===== src/verilog/exec_params.svh =====
`ifndef EXEC_PARAMS_SVH
`define EXEC_PARAMS_SVH

////////////////////////////////////////////////////////////
// Datapath widths
////////////////////////////////////////////////////////////

`define EXEC_DATA_WIDTH      32
`define EXEC_REG_ADDR_WIDTH  5
`define EXEC_ALU_OP_WIDTH    4

// Primary opcodes, bits 31:26
`define EXEC_OPC_RTYPE   6'h00
`define EXEC_OPC_BEQ     6'h04
`define EXEC_OPC_BNE     6'h05
`define EXEC_OPC_ADDIU   6'h09
`define EXEC_OPC_SLTI    6'h0a
`define EXEC_OPC_SLTIU   6'h0b
`define EXEC_OPC_ANDI    6'h0c
`define EXEC_OPC_ORI     6'h0d
`define EXEC_OPC_XORI    6'h0e

// R-type function codes, bits 5:0
`define EXEC_FN_SLL      6'h00
`define EXEC_FN_SRL      6'h02
`define EXEC_FN_SRA      6'h03
`define EXEC_FN_MFHI     6'h10
`define EXEC_FN_MFLO     6'h12
`define EXEC_FN_MULTU    6'h19
`define EXEC_FN_DIVU     6'h1b
`define EXEC_FN_ADDU     6'h21
`define EXEC_FN_SUBU     6'h23
`define EXEC_FN_AND      6'h24
`define EXEC_FN_OR       6'h25
`define EXEC_FN_XOR      6'h26
`define EXEC_FN_NOR      6'h27
`define EXEC_FN_SLT      6'h2a
`define EXEC_FN_SLTU     6'h2b

`endif


===== src/verilog/hilo_regs.sv =====
`timescale 1ns/1ps
`include "exec_params.svh"

module hilo_regs
(
	input  logic                        clk,
	input  logic                        reset,
	input  logic                        write,
	input  logic [`EXEC_DATA_WIDTH-1:0] lo_in,
	input  logic [`EXEC_DATA_WIDTH-1:0] hi_in,
	output logic [`EXEC_DATA_WIDTH-1:0] lo,
	output logic [`EXEC_DATA_WIDTH-1:0] hi
);

	// Pair always loaded together
	always_ff @(posedge clk)
	begin
		if (reset)
		begin
			lo <= '0;
			hi <= '0;
		end
		else if (write)
		begin
			lo <= lo_in;
			hi <= hi_in;
		end
	end

	// Visible to mfhi/mflo on the next edge

	////////////////////////////////////////////////////////////
	// Checks
	////////////////////////////////////////////////////////////

	// Multiply/divide results must be clean when captured
	hilo_write_known: assert property (
		@(posedge clk) disable iff (reset)
		write |-> !$isunknown({lo_in, hi_in})
	);

endmodule


===== config.mk =====
export PLATFORM = sky130hd
export DESIGN_NAME = hilo_regs
export DESIGN_NICKNAME = d
export VERILOG_FILES = /design/src/verilog/hilo_regs.sv
export VERILOG_INCLUDE_DIRS = /design/src /design/src/verilog
export SDC_FILE = /design/constraint.sdc
export NUM_CORES = 1
export LEC_CHECK = 0
export ABC_AREA = 0
export BUFFER_PORTS_ARGS = -buffer_cell sky130_fd_sc_hd__buf_2
export CORE_ASPECT_RATIO = 0.5
export CORE_MARGIN = 5
export CORE_UTILIZATION = 46
export DETAILED_ROUTE_END_ITERATION = 8
export MAX_ROUTING_LAYER = met4
export PLACE_DENSITY = 0.85
export SETUP_SLACK_MARGIN = 0.1
export SYNTH_ARGS = -nofsm -noshare
export SYNTH_HDL_FRONTEND = slang
export SYNTH_SLANG_ARGS = --single-unit

===== constraint.sdc =====
create_clock -name clk -period 1.2 [get_ports clk]
set_input_delay 0.06 -clock clk [delete_from_list [all_inputs] [get_ports clk]]
set_output_delay 0.06 -clock clk [all_outputs]
set_load 0.01 [all_outputs]

==> impl_metrics.toml <==
[setup_path]
cp_max_fo = 2
startpoint = "hi[22]"
path_delay_family = "flip-flops"
timing.rr.start = "hi[22]"
required_ps = 1140
crit_buf_inv = 1
cp-start-kind = "flop"
r2r-end = "hi[22]"
endpoint_kind = "primary output"
r2r_slack_ps = 460
r2r_cells = 2
cpPeakStageDelay_ps = 370
path_cells = "buf_2"
cp.arrival_ps = 850
worst-path-stages = 1
crit_slowest_cell = "dfxtp_1"
criticalPathCategory = "reg -> out"
crit_path_end = "hi[22]"

[pwr]
switchingPower_w = 0.00115
pwr-share-seq_pct = 50.8
internal_power_w = 0.00342
p_leak_nw = 1.96
swShare_pct = 25.1
vdd_ir_drop_max_v = 0.000780
powerDensity_mw_per_mm2 = 1230
power.share.clock_pct = 32.2
pwr-share-comb_pct = 17.0

[timing]
max_slew_margin_pct = 80.3
rsz0062_at_grt = "no"
fmax_ghz = 1.10
tns_ps = 0
fin_crit_sh_pct = 75.8
min_period_ps = 910
finalHoldViolCount = 1
final_max_slew_viol_count = 0
timing.clock.skew_ps = 0
whs_ps = -1.75
worstMarginPinSlew_ps = 296
setup_viol = 0

[drt]
ant_nets = 0
first_pass_iters = 4
routed_wirelength_mm = 6.99
wl_per_cell_um = 14.8
drc = 0
vias = 2184
via_per_inst = 4.63
drtIter0Drc = 82

[layout]
multi_input_area_um2 = 881
final_layout_size_suffix_gt1_share_pct = 35.7
area_growth_pct = 62.5
nets = 464
nFillCells = 317
regArea_mm2 = 0.00128
stdcell_area_mm2 = 0.00372
post-route-util_pct = 76.5

[synth]
synthFlopType = "dfxtp_1"
synth_nets = 273
synthDistinctLibCells = 7
netlist_top_cells_area = "dfxtp_1 (56%), mux2i_1 (28%), nor2_1 (10%), buf_8 (3.9%), buf_1 (0.98%)"
yosysWarnings = 0
synth-xor-area-share_pct = 0
synthMuxAreaShare_pct = 28.0
synth_area_mm2 = 0.00229
yosysSeqAreaShare_pct = 55.9
yosys.area_share.simple_pct = 10.5
syn-mean-instance-area_um2 = 11.1
synth_compound_area_share_pct = 0
yosysTopAreaCell = "dfxtp_1"
synth_top_area_share_pct = 55.9
synth_top_family_by_area = "multiplexers"
synth_commonest_cells = "dfxtp_1 (64), mux2i_1 (64), nor2_1 (64), buf_1 (6), buf_8 (6)"
async_flop_share_pct = 0
synthCells = 206
ys_ff_latch = 64
synthAdderAreaFrac_pct = 0
synth_edf_count = 0

[clock_network]
cts.htree.levels = 3
cts_tree = "done"
clk_latency_ps = 320
clock_path_buffers = 2
cts_made_buffers = 9
clkSlewWorstSetupHoldPaths_ps = 70
cts_root_buf = "clkbuf_8"
clock-sinks = 64
ctsResizeCount = 0

[floorplanning]
coreArea_mm2 = 0.00486
rows = 18
dieHeight_um = 59.9
start_util_pct = 47.1
dieArea_mm2 = 0.00658
die_x_um = 110
num_io_pins = 131

[global_route]
grt_usage_pct = 22.3
grt_max_degree = 51
antenna_found_initial = 0
globalRouteOverflowTotal = 0
grt_pass1_vias = 2301
grt_pass1_wl_mm = 10.7

[placement]
io_buffers = 130
gp_congestion = 0.756
placed_area_mm2 = 0.00296
dp_hpwl_mm = 4.02

[worst_hold_path]
min_path_cells = 3
min_path_type = "in -> reg"

[run_status]
failed_checks = "hold timing"
outcome = "finished, violations left"

[job]
cap_violations = 0
-- power groups by stage --
stage | Combinational [W] | Clock [W] | Sequential, W
6_report | 0.000778 | 0.00147 | 0.00232
5_1_grt | 0.000841 | 0.00160 | 0.00233
4_1_cts | 0.000761 | 0.00150 | 0.00232
3_5_place_dp | 0.000607 | 0 | 0.00236
3_3_place_gp | 0.000586 | 0 | 0.00235
2_1_floorplan | 0.000281 | 0 | 0.00242
-- flip-flops by register name, indices dropped and copies added, names as in the netlist --
register,cells
hi,32
lo,32
-- worst min-delay path by stage --
stage                     startpoint  endpoint  slack [ps]
final                      lo_in[10]    lo[10]          -2
after global placement     hi_in[14]    hi[14]         290
after detailed placement   lo_in[22]    lo[22]         300
after CTS                  lo_in[10]    lo[10]         0.2
after floorplan            hi_in[10]    hi[10]         210
after global routing       hi_in[29]    hi[29]           3
-- what timing repair did --
action	4_1_cts	5_1_grt
endpoints found under the setup margin	0	0
hold buffers	61	0
buffers inserted	0	0
endpoints found under the hold margin	61	0
-- per-stage QoR --
step,std cells,setup slack (ps),hold slack [ps],total power (W)
5_1_grt,471,261,3.32,0.00477
3_5_place_dp,395,274,304,0.00297
6_report,472,290,-1.75,0.00457
4_1_cts,471,313,0.154,0.00457
2_1_floorplan,206,486,207,0.00270
3_3_place_gp,395,342,293,0.00294
-- cells by family (layout without fill, tap and decap cells) --
family,after synthesis,count (layout)
buffers and inverters,14,209
muxes,64,64
DFF,64,64
and+or+nand+nor,64,64
other,0,1
-- cell type report --
cell class,instances,area share [%]
clock buffer,14,3.83
antenna,1,0.0672
clock inverter,1,0.134
timing repair buffer,194,35.6
tap,70,2.35
sequential,64,34.4
multi-input combinational,128,23.7
-- per-layer routing --
metal | share of wire (%) | global-route usage [%] | vias to the layer above
met1 | 36 | 21.1 | 1011
met2 | 55 | 42.3 | 87
met5 | 0 | - | -
met3 | 5.8 | 6.58 | 24
met4 | 2.7 | 10.1 | 0
li1 | - | - | 1062
-- cell usage in the layout (no fill, tap or decap) --
cell type      instances
buf_2                129
mux2i_1               64
nor2_1                64
dfxtp_1               64
dlygate4sd3_1         61
clkbuf_8               9
clkbuf_1               5
buf_12                 3
diode_2                1
clkinv_2               1
buf_4                  1
(Power assumes the default switching activity.)
