[src/verilog/exec_params.svh]
`ifndef EXEC_PARAMS_SVH
`define EXEC_PARAMS_SVH

////////////////////////////////////////////////////////////
// Datapath widths
////////////////////////////////////////////////////////////

`define EXEC_DATA_WIDTH      32
`define EXEC_REG_ADDR_WIDTH  5
`define EXEC_ALU_OP_WIDTH    4

// Primary opcodes, bits 31:26
`define EXEC_OPC_RTYPE   6'h00
`define EXEC_OPC_BEQ     6'h04
`define EXEC_OPC_BNE     6'h05
`define EXEC_OPC_ADDIU   6'h09
`define EXEC_OPC_SLTI    6'h0a
`define EXEC_OPC_SLTIU   6'h0b
`define EXEC_OPC_ANDI    6'h0c
`define EXEC_OPC_ORI     6'h0d
`define EXEC_OPC_XORI    6'h0e

// R-type function codes, bits 5:0
`define EXEC_FN_SLL      6'h00
`define EXEC_FN_SRL      6'h02
`define EXEC_FN_SRA      6'h03
`define EXEC_FN_MFHI     6'h10
`define EXEC_FN_MFLO     6'h12
`define EXEC_FN_MULTU    6'h19
`define EXEC_FN_DIVU     6'h1b
`define EXEC_FN_ADDU     6'h21
`define EXEC_FN_SUBU     6'h23
`define EXEC_FN_AND      6'h24
`define EXEC_FN_OR       6'h25
`define EXEC_FN_XOR      6'h26
`define EXEC_FN_NOR      6'h27
`define EXEC_FN_SLT      6'h2a
`define EXEC_FN_SLTU     6'h2b

`endif

[src/verilog/exec_pkg.sv]
`include "exec_params.svh"

package exec_pkg;

	////////////////////////////////////////////////////////////
	// Instruction word views
	////////////////////////////////////////////////////////////

	// Register format
	typedef struct packed {
		logic [5:0]                      opcode;
		logic [`EXEC_REG_ADDR_WIDTH-1:0] rs;
		logic [`EXEC_REG_ADDR_WIDTH-1:0] rt;
		logic [`EXEC_REG_ADDR_WIDTH-1:0] rd;
		logic [`EXEC_REG_ADDR_WIDTH-1:0] shamt;
		logic [5:0]                      funct;
	} instr_r_t;

	// Immediate format
	typedef struct packed {
		logic [5:0]                      opcode;
		logic [`EXEC_REG_ADDR_WIDTH-1:0] rs;
		logic [`EXEC_REG_ADDR_WIDTH-1:0] rt;
		logic [15:0]                     imm;
	} instr_i_t;

	// Same 32 bits, read either way
	typedef union packed {
		instr_r_t r;
		instr_i_t i;
	} instr_u;

	// Codes 13 and 14 unused
	typedef enum logic [`EXEC_ALU_OP_WIDTH-1:0] {
		ALU_SLL  = 4'd0,
		ALU_SRA  = 4'd1,
		ALU_SRL  = 4'd2,
		ALU_MULU = 4'd3,
		ALU_DIVU = 4'd4,
		ALU_ADD  = 4'd5,
		ALU_SUB  = 4'd6,
		ALU_AND  = 4'd7,
		ALU_OR   = 4'd8,
		ALU_XOR  = 4'd9,
		ALU_NOR  = 4'd10,
		ALU_SLT  = 4'd11,
		ALU_SLTU = 4'd12,
		ALU_NONE = 4'd15
	} alu_op_e;

	////////////////////////////////////////////////////////////
	// Stage control and result
	////////////////////////////////////////////////////////////

	typedef struct packed {
		alu_op_e                         alu_op;
		logic [`EXEC_REG_ADDR_WIDTH-1:0] shamt;
		logic                            use_imm;
		logic                            imm_signed;
		logic [15:0]                     imm;
		logic [`EXEC_REG_ADDR_WIDTH-1:0] dest;
		logic                            hilo_write;
		logic                            sel_hi;
		logic                            sel_lo;
		logic                            is_beq;
		logic                            is_bne;
	} ex_ctrl_t;

	typedef struct packed {
		logic                            valid;
		logic [`EXEC_REG_ADDR_WIDTH-1:0] dest;
		logic [`EXEC_DATA_WIDTH-1:0]     data;
		logic                            branch_taken;
	} ex_result_t;

endpackage

[src/verilog/alu_control.sv]
`timescale 1ns/1ps
`include "exec_params.svh"

module alu_control
(
	input  exec_pkg::instr_u   instr,
	output exec_pkg::ex_ctrl_t ctrl
);

	always_comb
	begin
		// Start from a no-op with no destination
		ctrl = '0;
		ctrl.alu_op = exec_pkg::ALU_NONE;
		ctrl.shamt = instr.r.shamt;
		ctrl.imm = instr.i.imm;

		// Opcode sits in the same bits in both views
		case (instr.i.opcode)
			`EXEC_OPC_RTYPE:
			begin
				// Writers go to rd
				ctrl.dest = instr.r.rd;
				case (instr.r.funct)
					`EXEC_FN_SLL:  ctrl.alu_op = exec_pkg::ALU_SLL;
					`EXEC_FN_SRL:  ctrl.alu_op = exec_pkg::ALU_SRL;
					`EXEC_FN_SRA:  ctrl.alu_op = exec_pkg::ALU_SRA;
					`EXEC_FN_ADDU: ctrl.alu_op = exec_pkg::ALU_ADD;
					`EXEC_FN_SUBU: ctrl.alu_op = exec_pkg::ALU_SUB;
					`EXEC_FN_AND:  ctrl.alu_op = exec_pkg::ALU_AND;
					`EXEC_FN_OR:   ctrl.alu_op = exec_pkg::ALU_OR;
					`EXEC_FN_XOR:  ctrl.alu_op = exec_pkg::ALU_XOR;
					`EXEC_FN_NOR:  ctrl.alu_op = exec_pkg::ALU_NOR;
					`EXEC_FN_SLT:  ctrl.alu_op = exec_pkg::ALU_SLT;
					`EXEC_FN_SLTU: ctrl.alu_op = exec_pkg::ALU_SLTU;
					// HI/LO reads bypass the ALU
					`EXEC_FN_MFHI: ctrl.sel_hi = 1'b1;
					`EXEC_FN_MFLO: ctrl.sel_lo = 1'b1;
					`EXEC_FN_MULTU:
					begin
						ctrl.alu_op = exec_pkg::ALU_MULU;
						ctrl.hilo_write = 1'b1;
						ctrl.dest = '0;
					end
					`EXEC_FN_DIVU:
					begin
						ctrl.alu_op = exec_pkg::ALU_DIVU;
						ctrl.hilo_write = 1'b1;
						ctrl.dest = '0;
					end
					// Unknown funct, no write
					default: ctrl.dest = '0;
				endcase
			end

			////////////////////////////////////////////////////////////
			// Immediate forms, result goes to rt
			////////////////////////////////////////////////////////////

			`EXEC_OPC_ADDIU, `EXEC_OPC_SLTI, `EXEC_OPC_SLTIU:
			begin
				// Sign-extended immediate group
				ctrl.use_imm = 1'b1;
				ctrl.imm_signed = 1'b1;
				ctrl.dest = instr.i.rt;
				if (instr.i.opcode == `EXEC_OPC_ADDIU)
					ctrl.alu_op = exec_pkg::ALU_ADD;
				else if (instr.i.opcode == `EXEC_OPC_SLTI)
					ctrl.alu_op = exec_pkg::ALU_SLT;
				else
					ctrl.alu_op = exec_pkg::ALU_SLTU;
			end
			`EXEC_OPC_ANDI, `EXEC_OPC_ORI, `EXEC_OPC_XORI:
			begin
				// Logic ops zero-extend
				ctrl.use_imm = 1'b1;
				ctrl.dest = instr.i.rt;
				if (instr.i.opcode == `EXEC_OPC_ANDI)
					ctrl.alu_op = exec_pkg::ALU_AND;
				else if (instr.i.opcode == `EXEC_OPC_ORI)
					ctrl.alu_op = exec_pkg::ALU_OR;
				else
					ctrl.alu_op = exec_pkg::ALU_XOR;
			end

			// Branches compare rs with rt, only the equal flag matters
			`EXEC_OPC_BEQ:
			begin
				ctrl.alu_op = exec_pkg::ALU_SUB;
				ctrl.is_beq = 1'b1;
			end
			`EXEC_OPC_BNE:
			begin
				ctrl.alu_op = exec_pkg::ALU_SUB;
				ctrl.is_bne = 1'b1;
			end
			default: ctrl.dest = '0;
		endcase
	end

endmodule

[config.mk]
export PLATFORM = sky130hd
export DESIGN_NAME = alu_control
export DESIGN_NICKNAME = d
export VERILOG_FILES = /design/src/verilog/exec_pkg.sv /design/src/verilog/alu_control.sv
export VERILOG_INCLUDE_DIRS = /design/src /design/src/verilog
export SDC_FILE = /design/constraint.sdc
export NUM_CORES = 1
export LEC_CHECK = 0
export ABC_CLOCK_PERIOD_IN_PS = 2700
export BUFFER_PORTS_ARGS = -buffer_cell sky130_fd_sc_hd__buf_4
export CORE_MARGIN = 3
export CORE_UTILIZATION = 38
export DETAILED_ROUTE_END_ITERATION = 8
export PLACE_DENSITY_LB_ADDON = 0.08
export SLEW_MARGIN = 15
export SYNTH_ARGS = -nofsm -noshare
export SYNTH_HDL_FRONTEND = slang
export SYNTH_SLANG_ARGS = --single-unit
[constraint.sdc]
create_clock -name vclk -period 2.7
set_input_delay 0.54 -clock vclk [all_inputs]
set_output_delay 0.54 -clock vclk [all_outputs]
set_load 0.02 [all_outputs]
==> impl_metrics.tcl <==
set metrics [dict create \
    status "finished, final reports clean" \
    power_leakage_nw 0.414 \
    antenna_found_initial 0 \
    yosys.area.top_type_share 0.225 \
    synth_area_um2 702 \
    grt_pass1_wl_um 3130 \
    top_layer "met4" \
    end_kind "primary output" \
    hp-class "input port to primary output" \
    gr-total-overflow 0 \
    period_needed_ps 2550 \
    drv_slew 0 \
    nFillCells 179 \
    first_pass_iters 4 \
    wire_per_inst_um 12.2 \
    final_cell_mix "52 x buf_4, 7 x nand2_1, 7 x a21oi_1" \
    wl_met3_um 201 \
    synthCells 110 \
    area_delta_synth_final_pct 31.4 \
    ctsResizeCount 0 \
    cp-start-kind "input port" \
    via_per_inst 5.47 \
    die_area_mm2 0.00240 \
    first_global_vias 727 \
    tightest_slew_ps 389 \
    power.density_mw_per_mm2 140 \
    diodes 0 \
    fin_nets 166 \
    wl_met2_um 838 \
    drv_cap 0 \
    drt-total-wl_um 1910 \
    yosys_warnings 0 \
    syn-num-nets 142 \
    area.sequential_um2 0 \
    finalCritPeriodShare 0.945 \
    crit_top_cell "buf_4" \
    m1WireLength_um 856 \
    track_usage 0.150 \
    drive_gt1_frac 0.432 \
    dp_hpwl_um 1530 \
    crit_family "simple AND/OR/NAND/NOR gates" \
    layout_commonest_cell "buf_4" \
    fmax_ghz 0.392 \
    path_cells "buf_4, or2_1, or3_4, o21ai_2, a21oi_1, or4_1, buf_4" \
    setup_violations 0 \
    die_h_um 49.0 \
    detail-route-antenna-nets 0 \
    arrival_ps 2010 \
    post-route-util 0.572 \
    design.seq.count 0 \
    post_cts_buffers 0 \
    path_max_fanout 10 \
    seq_area_frac_synth 0 \
    fin_setup_tns_ps 0 \
    critPathMaxStageDelay_ps 410 \
    routabilityCongestion 0.783 \
    ios 69 \
    initial_utilization 0.436 \
    drc_errors 0 \
    rows 14 \
    ir_drop_v 0.0000820 \
    crit_path_top_delay_cell "or4_1" \
    rsz0062_at_grt "false" \
    synth_top_area_cell "buf_4" \
    grt_max_degree 15 \
    required_ps 2160 \
    ys_types 41 \
    portBuffers 49 \
    via_count 853 \
    syn_area_per_cell_um2 6.38 \
    crit_type "input port to primary output" \
    coreArea_mm2 0.00161 \
    hold_buffers 0 \
    finalHoldViolations 0 \
    worst-path-buf-inv 2 \
    synth_area_leaders "buf_4 22%, a22o_1 6.2%, a21oi_1 5.0%" \
    clkbuf_count 0 \
    die_w_um 49.0 \
    maxSlewHeadroom 0.737 \
    drt_iter0_drc 27 \
]
report_power, final:
group	internal, W	switching [W]
combinational	0.0000610	0.0000682
clock	0	0
sequential	0	0
total	0.0000610	0.0000682
cells by family (layout without fill, tap and decap cells):
group | count (synthesis) | in the layout | share of synthesized area
AO/OA/AOI/OAI | 34 | 34 | 0.340
XOR/XNOR | 1 | 1 | 0.0125
buffers and inverters | 33 | 55 | 0.301
multiplexers | 1 | 1 | 0.0143
AND/OR/NAND/NOR | 41 | 41 | 0.332
per-layer routing:
metal,vias up,track usage
met4,0,0.0142
met3,5,0.0122
li1,432,-
met2,44,0.247
met5,-,0
met1,372,0.217
cells in the mapped netlist (all sizes together), types with 2 or more instances:
cell / n
nand2: 7
clkbuf: 7
buf: 23
o21ai: 7
a22o: 5
nor2b: 4
inv: 3
or3: 3
and3: 2
o22ai: 2
a32oi: 2
nor3: 4
nor3b: 2
or2: 2
nor2: 5
a31oi: 3
a211o: 2
a21oi: 7
nand3: 4
final timing paths:
kind,startpoint,to,slack (ps),cells after the start
setup / recovery,instr[5],ctrl[33],150,7
hold / removal,instr[7],ctrl[17],1080,0
final cells by class:
cell class,count,area (um^2),share of cell area
well taps,24,30.0,0.0326
multi-input cells,77,490,0.532
repair buffers,52,390,0.423
inverters,3,11.3,0.0122
per-stage QoR:
step	power (W)	setup WS [ps]	instances	cell area (um^2)	hold slack, ps
2_1_floorplan	0.000105	238	110	702	1190
3_3_place_gp	0.000127	148	156	922	1080
3_5_place_dp	0.000129	143	156	922	1080
4_1_cts	0.000130	139	156	922	1080
5_1_grt	0.000142	49.2	156	922	1080
6_report	0.000129	149	156	922	1080
Power figures use the tool's default switching activity.
