## src/verilog/exec_params.svh

```systemverilog
`ifndef EXEC_PARAMS_SVH
`define EXEC_PARAMS_SVH

////////////////////////////////////////////////////////////
// Datapath widths
////////////////////////////////////////////////////////////

`define EXEC_DATA_WIDTH      32
`define EXEC_REG_ADDR_WIDTH  5
`define EXEC_ALU_OP_WIDTH    4

// Primary opcodes, bits 31:26
`define EXEC_OPC_RTYPE   6'h00
`define EXEC_OPC_BEQ     6'h04
`define EXEC_OPC_BNE     6'h05
`define EXEC_OPC_ADDIU   6'h09
`define EXEC_OPC_SLTI    6'h0a
`define EXEC_OPC_SLTIU   6'h0b
`define EXEC_OPC_ANDI    6'h0c
`define EXEC_OPC_ORI     6'h0d
`define EXEC_OPC_XORI    6'h0e

// R-type function codes, bits 5:0
`define EXEC_FN_SLL      6'h00
`define EXEC_FN_SRL      6'h02
`define EXEC_FN_SRA      6'h03
`define EXEC_FN_MFHI     6'h10
`define EXEC_FN_MFLO     6'h12
`define EXEC_FN_MULTU    6'h19
`define EXEC_FN_DIVU     6'h1b
`define EXEC_FN_ADDU     6'h21
`define EXEC_FN_SUBU     6'h23
`define EXEC_FN_AND      6'h24
`define EXEC_FN_OR       6'h25
`define EXEC_FN_XOR      6'h26
`define EXEC_FN_NOR      6'h27
`define EXEC_FN_SLT      6'h2a
`define EXEC_FN_SLTU     6'h2b

`endif

```

## src/verilog/exec_pkg.sv

```systemverilog
`include "exec_params.svh"

package exec_pkg;

	////////////////////////////////////////////////////////////
	// Instruction word views
	////////////////////////////////////////////////////////////

	// Register format
	typedef struct packed {
		logic [5:0]                      opcode;
		logic [`EXEC_REG_ADDR_WIDTH-1:0] rs;
		logic [`EXEC_REG_ADDR_WIDTH-1:0] rt;
		logic [`EXEC_REG_ADDR_WIDTH-1:0] rd;
		logic [`EXEC_REG_ADDR_WIDTH-1:0] shamt;
		logic [5:0]                      funct;
	} instr_r_t;

	// Immediate format
	typedef struct packed {
		logic [5:0]                      opcode;
		logic [`EXEC_REG_ADDR_WIDTH-1:0] rs;
		logic [`EXEC_REG_ADDR_WIDTH-1:0] rt;
		logic [15:0]                     imm;
	} instr_i_t;

	// Same 32 bits, read either way
	typedef union packed {
		instr_r_t r;
		instr_i_t i;
	} instr_u;

	// Codes 13 and 14 unused
	typedef enum logic [`EXEC_ALU_OP_WIDTH-1:0] {
		ALU_SLL  = 4'd0,
		ALU_SRA  = 4'd1,
		ALU_SRL  = 4'd2,
		ALU_MULU = 4'd3,
		ALU_DIVU = 4'd4,
		ALU_ADD  = 4'd5,
		ALU_SUB  = 4'd6,
		ALU_AND  = 4'd7,
		ALU_OR   = 4'd8,
		ALU_XOR  = 4'd9,
		ALU_NOR  = 4'd10,
		ALU_SLT  = 4'd11,
		ALU_SLTU = 4'd12,
		ALU_NONE = 4'd15
	} alu_op_e;

	////////////////////////////////////////////////////////////
	// Stage control and result
	////////////////////////////////////////////////////////////

	typedef struct packed {
		alu_op_e                         alu_op;
		logic [`EXEC_REG_ADDR_WIDTH-1:0] shamt;
		logic                            use_imm;
		logic                            imm_signed;
		logic [15:0]                     imm;
		logic [`EXEC_REG_ADDR_WIDTH-1:0] dest;
		logic                            hilo_write;
		logic                            sel_hi;
		logic                            sel_lo;
		logic                            is_beq;
		logic                            is_bne;
	} ex_ctrl_t;

	typedef struct packed {
		logic                            valid;
		logic [`EXEC_REG_ADDR_WIDTH-1:0] dest;
		logic [`EXEC_DATA_WIDTH-1:0]     data;
		logic                            branch_taken;
	} ex_result_t;

endpackage

```

## src/verilog/alu.sv

```systemverilog
`timescale 1ns/1ps
`include "exec_params.svh"

module alu
(
	input  logic [`EXEC_DATA_WIDTH-1:0]     a_data,
	input  logic [`EXEC_DATA_WIDTH-1:0]     b_data,
	input  exec_pkg::alu_op_e               op,
	input  logic [`EXEC_REG_ADDR_WIDTH-1:0] shamt,
	output logic [`EXEC_DATA_WIDTH-1:0]     result_lo,
	output logic [`EXEC_DATA_WIDTH-1:0]     result_hi,
	output logic                            equal
);

	logic [2*`EXEC_DATA_WIDTH-1:0] product;
	logic [`EXEC_DATA_WIDTH-1:0]   quotient;
	logic [`EXEC_DATA_WIDTH-1:0]   remainder;

	////////////////////////////////////////////////////////////
	// Wide arithmetic
	////////////////////////////////////////////////////////////

	// Full 64-bit unsigned product
	assign product = {{`EXEC_DATA_WIDTH{1'b0}}, a_data} * {{`EXEC_DATA_WIDTH{1'b0}}, b_data};

	always_comb
	begin
		// Zero divisor gives all ones and keeps the dividend
		if (b_data == '0)
		begin
			quotient = '1;
			remainder = a_data;
		end
		else
		begin
			quotient = a_data / b_data;
			remainder = a_data % b_data;
		end
	end

	// Branch compare on the raw operands
	assign equal = (a_data == b_data);

	////////////////////////////////////////////////////////////
	// Operation select
	////////////////////////////////////////////////////////////

	always_comb
	begin
		// High half only used by multiply and divide
		result_hi = '0;
		case (op)
			// Shifts act on b, which is rt for R-type
			exec_pkg::ALU_SLL:  result_lo = b_data << shamt;
			exec_pkg::ALU_SRL:  result_lo = b_data >> shamt;
			exec_pkg::ALU_SRA:  result_lo = $signed(b_data) >>> shamt;
			exec_pkg::ALU_MULU:
			begin
				result_lo = product[`EXEC_DATA_WIDTH-1:0];
				result_hi = product[2*`EXEC_DATA_WIDTH-1:`EXEC_DATA_WIDTH];
			end
			exec_pkg::ALU_DIVU:
			begin
				// Quotient low, remainder high
				result_lo = quotient;
				result_hi = remainder;
			end
			// Wraparound, no overflow trap
			exec_pkg::ALU_ADD:  result_lo = a_data + b_data;
			exec_pkg::ALU_SUB:  result_lo = a_data - b_data;
			exec_pkg::ALU_AND:  result_lo = a_data & b_data;
			exec_pkg::ALU_OR:   result_lo = a_data | b_data;
			exec_pkg::ALU_XOR:  result_lo = a_data ^ b_data;
			exec_pkg::ALU_NOR:  result_lo = ~(a_data | b_data);
			// Set-less-than, zero-extended flag
			exec_pkg::ALU_SLT:
			begin
				result_lo = '0;
				result_lo[0] = ($signed(a_data) < $signed(b_data));
			end
			exec_pkg::ALU_SLTU:
			begin
				result_lo = '0;
				result_lo[0] = (a_data < b_data);
			end
			// ALU_NONE and spare codes
			default: result_lo = '0;
		endcase
	end

endmodule

```

## config.mk

```make
export PLATFORM = sky130hd
export DESIGN_NAME = alu
export DESIGN_NICKNAME = d
export VERILOG_FILES = /design/src/verilog/exec_pkg.sv /design/src/verilog/alu.sv
export VERILOG_INCLUDE_DIRS = /design/src /design/src/verilog
export SDC_FILE = /design/constraint.sdc
export NUM_CORES = 2
export LEC_CHECK = 0
export BUFFER_PORTS_ARGS = -buffer_cell sky130_fd_sc_hd__buf_4
export CAP_MARGIN = 0
export CORE_MARGIN = 8
export CORE_UTILIZATION = 25
export DETAILED_ROUTE_END_ITERATION = 16
export GPL_TIMING_DRIVEN = 0
export PLACE_DENSITY_LB_ADDON = 0.2
export SETUP_SLACK_MARGIN = 0.02
export SLEW_MARGIN = 20
export SYNTH_ARGS = -nofsm -noshare
export SYNTH_HDL_FRONTEND = slang
export SYNTH_SLANG_ARGS = --single-unit
```

## constraint.sdc

```tcl
create_clock -name vclk -period 110.9
set_input_delay 22.18 -clock vclk [all_inputs]
set_output_delay 22.18 -clock vclk [all_outputs]
set_load 0.005 [all_outputs]
```

==> run_results.csv <==
group,metric,value,unit
finish,nClkBuffers,0,
worst_setup_path,cp_slowest_cell,"clkinv_1",
synthesis,ys_seq_area_share,0,%
sta,setup_ws,0.9181,ns
die,coreArea,284000,um^2
worst_setup_path,worstPathRequired,88.72,ns
global_route,grt_pass1_vias,79590,
global_route,antenna_found_initial,38,
drt,drc,0,
die,initial_core_util,25.05,%
placement,place_hpwl,356700,um
sta,fin_hold_ws,45.12,ns
synthesis,post_synth_mux_area_share,2.991,%
synthesis,synth_fa_ha_area_share,40.96,%
die,die_x,549.4,um
placement,io_buffers,133,
finish,nets,12360,
drt,wire_per_inst,30.92,um
die,fp.dieH,549.4,um
worst_hold_path,hp-class,"in2out",
job,max_cap_violations,0,
drt,via_count,80370,
worst_setup_path,crit_fanout,10,
synthesis,synth-compound-area-share,22.45,%
synthesis,yosys-top-cells-count,"nand2_1, inv_1, fa_1",
finish,register_area,0,um^2
die,num_io_pins,138,
drt,wl,441800,um
synthesis,synth.area.top_cells,"fa_1, ha_1, nand2_1",
synthesis,synth.cell_area,71130,um^2
worst_setup_path,crit_type,"in2out",
sta,max_freq,9.092,MHz
worst_setup_path,crit_end,"result_hi[27]",
die,rows,196,
worst_setup_path,crit_path_start_kind,"input pin",
synthesis,yosys.area.top_type,"fa_1",
synthesis,synth-xor-area-share,4.876,%
synthesis,ys_types,113,
placement,pre_cts_ws,-33.54,ns
worst_setup_path,cp-startpoint,"a_data[30]",
placement,dp_cells,13600,
worst_setup_path,cp_slowest_stage_delay,1.01,ns
synthesis,synth-simple-area-share,19.72,%
sta,period_minus_slack,109.98,ns
sta,final-hold-violation-count,0,
synthesis,synth_top_family_by_area,"adder cells",
synthesis,syn-mean-instance-area,7.371,um^2
synthesis,yosys_warnings,0,
global_route,track_usage,27.78,%
finish,drive_above_1_share,20.73,%
synthesis,synth_fp_nets,11510,
drt,drtIter0Drc,7582,
worst_setup_path,end_kind,"output port",
placement,place.gp.congestion,1.020,
worst_setup_path,crit_top_cell,"buf_4",
sta,maxSlewHeadroom,9.319,%
drt,firstDrtPassIters,6,
global_route,grt_max_degree,30,
sta,final_max_slew_viol_count,0,
sta,worst_slew_pin_slew,1.326,ns
sta,post-route-period-util,99.17,%
status,outcome,"complete, no violations",
worst_setup_path,cp.arrival,87.80,ns
finish,seq_cells,0,
drt,drt-vias-per-instance,5.625,
synthesis,synth_top_area_share,25.30,%
finish,fin_cells,14290,
drt,ant_nets,0,
sta,setup_viol,0,
synthesis,synth.most_common_cell,"nand2_1",
global_route,overflow,0,
finish,syn2layout_area_growth,29.71,%
die,die_area,301800,um^2
clock_tree,cts_hold_buf,0,
global_route,grt_pass1_wl,606700,um
synthesis,synthCells,9650,
[how the worst min path moves through the flow]
stage	to	from	cells past startpoint	slack, ns
3_3_place_gp	result_lo[0]	op[2]	4	45.41
3_5_place_dp	result_lo[0]	op[3]	4	45.17
4_1_cts	result_lo[0]	op[3]	4	45.11
2_1_floorplan	result_lo[25]	a_data[24]	2	44.63
6_report	result_lo[0]	op[3]	4	45.12
5_1_grt	result_hi[2]	a_data[2]	4	45.13
[cell usage in the layout, fill, tap and decap left out, drive strengths merged, types with 35 or more instances in the layout]
master,count
and2,49
nand2b,72
o31ai,63
o21ai,541
nor4,43
nand3,162
ha,890
or2,62
o211ai,91
or3,74
o2111ai,36
nor2,843
a21oi,612
o22ai,53
a22oi,35
nor3,200
nor2b,61
o21bai,50
o21a,138
xnor2,245
and3,63
nand2,1368
a221oi,44
buf,1025
a21boi,35
a31oi,106
mux2i,112
xor2,151
mux2,69
clkbuf,293
nand4,70
inv,1209
fa,899
a21o,206
a211oi,86
[per-stage QoR]
step	TNS (ns)	area (um^2)	util, %
6_report	0	92260	32.49
5_1_grt	-18.07	92210	32.47
3_5_place_dp	-1194.86	78200	27.54
3_3_place_gp	-1286.74	76980	27.11
4_1_cts	-2.477	86240	30.37
2_1_floorplan	0	71280	-
[cells by family (layout without fill, tap and decap cells)]
kind of cell | count (synthesis) | after routing
simple gates | 3152 | 3152
compound gates | 2426 | 2426
fa+ha+maj | 1789 | 1789
buf+inv | 1696 | 2546
xor+xnor | 396 | 396
mux | 191 | 191
other cells | 0 | 24
[metal layers]
metal | up-vias | wire (um) | global-route usage (%)
met3 | 1141 | 33420 | 4.559
met2 | 3803 | 196400 | 44.78
li1 | 34810 | - | -
met4 | 14 | 39570 | 19.00
met5 | - | 103 | 0
met1 | 40600 | 172300 | 33.93
[critical path: cells and delay by family]
family,cells,cell delay (ns)
AO/OA/AOI/OAI,140,31.03
XOR/XNOR,1,0.17
adder cells (fa/ha/maj),29,7.95
buffers and inverters,75,12.28
multiplexers,6,1.98
AND/OR/NAND/NOR,68,11.97
[what timing repair did]
action                     in CTS  in global routing
setup endpoints to repair      41                 34
pin swaps                     270                392
cloned                          2                 17
buffers inserted              359                311
resized for setup            1122                660
[layout make-up]
cell class,instances,area (um^2)
fillers,30280,191700
multi-input cells,7954,71890
repair buffers,872,7821
well taps,3762,4707
inverters,1227,4666
plain buffers,447,3112
diodes,24,60.06
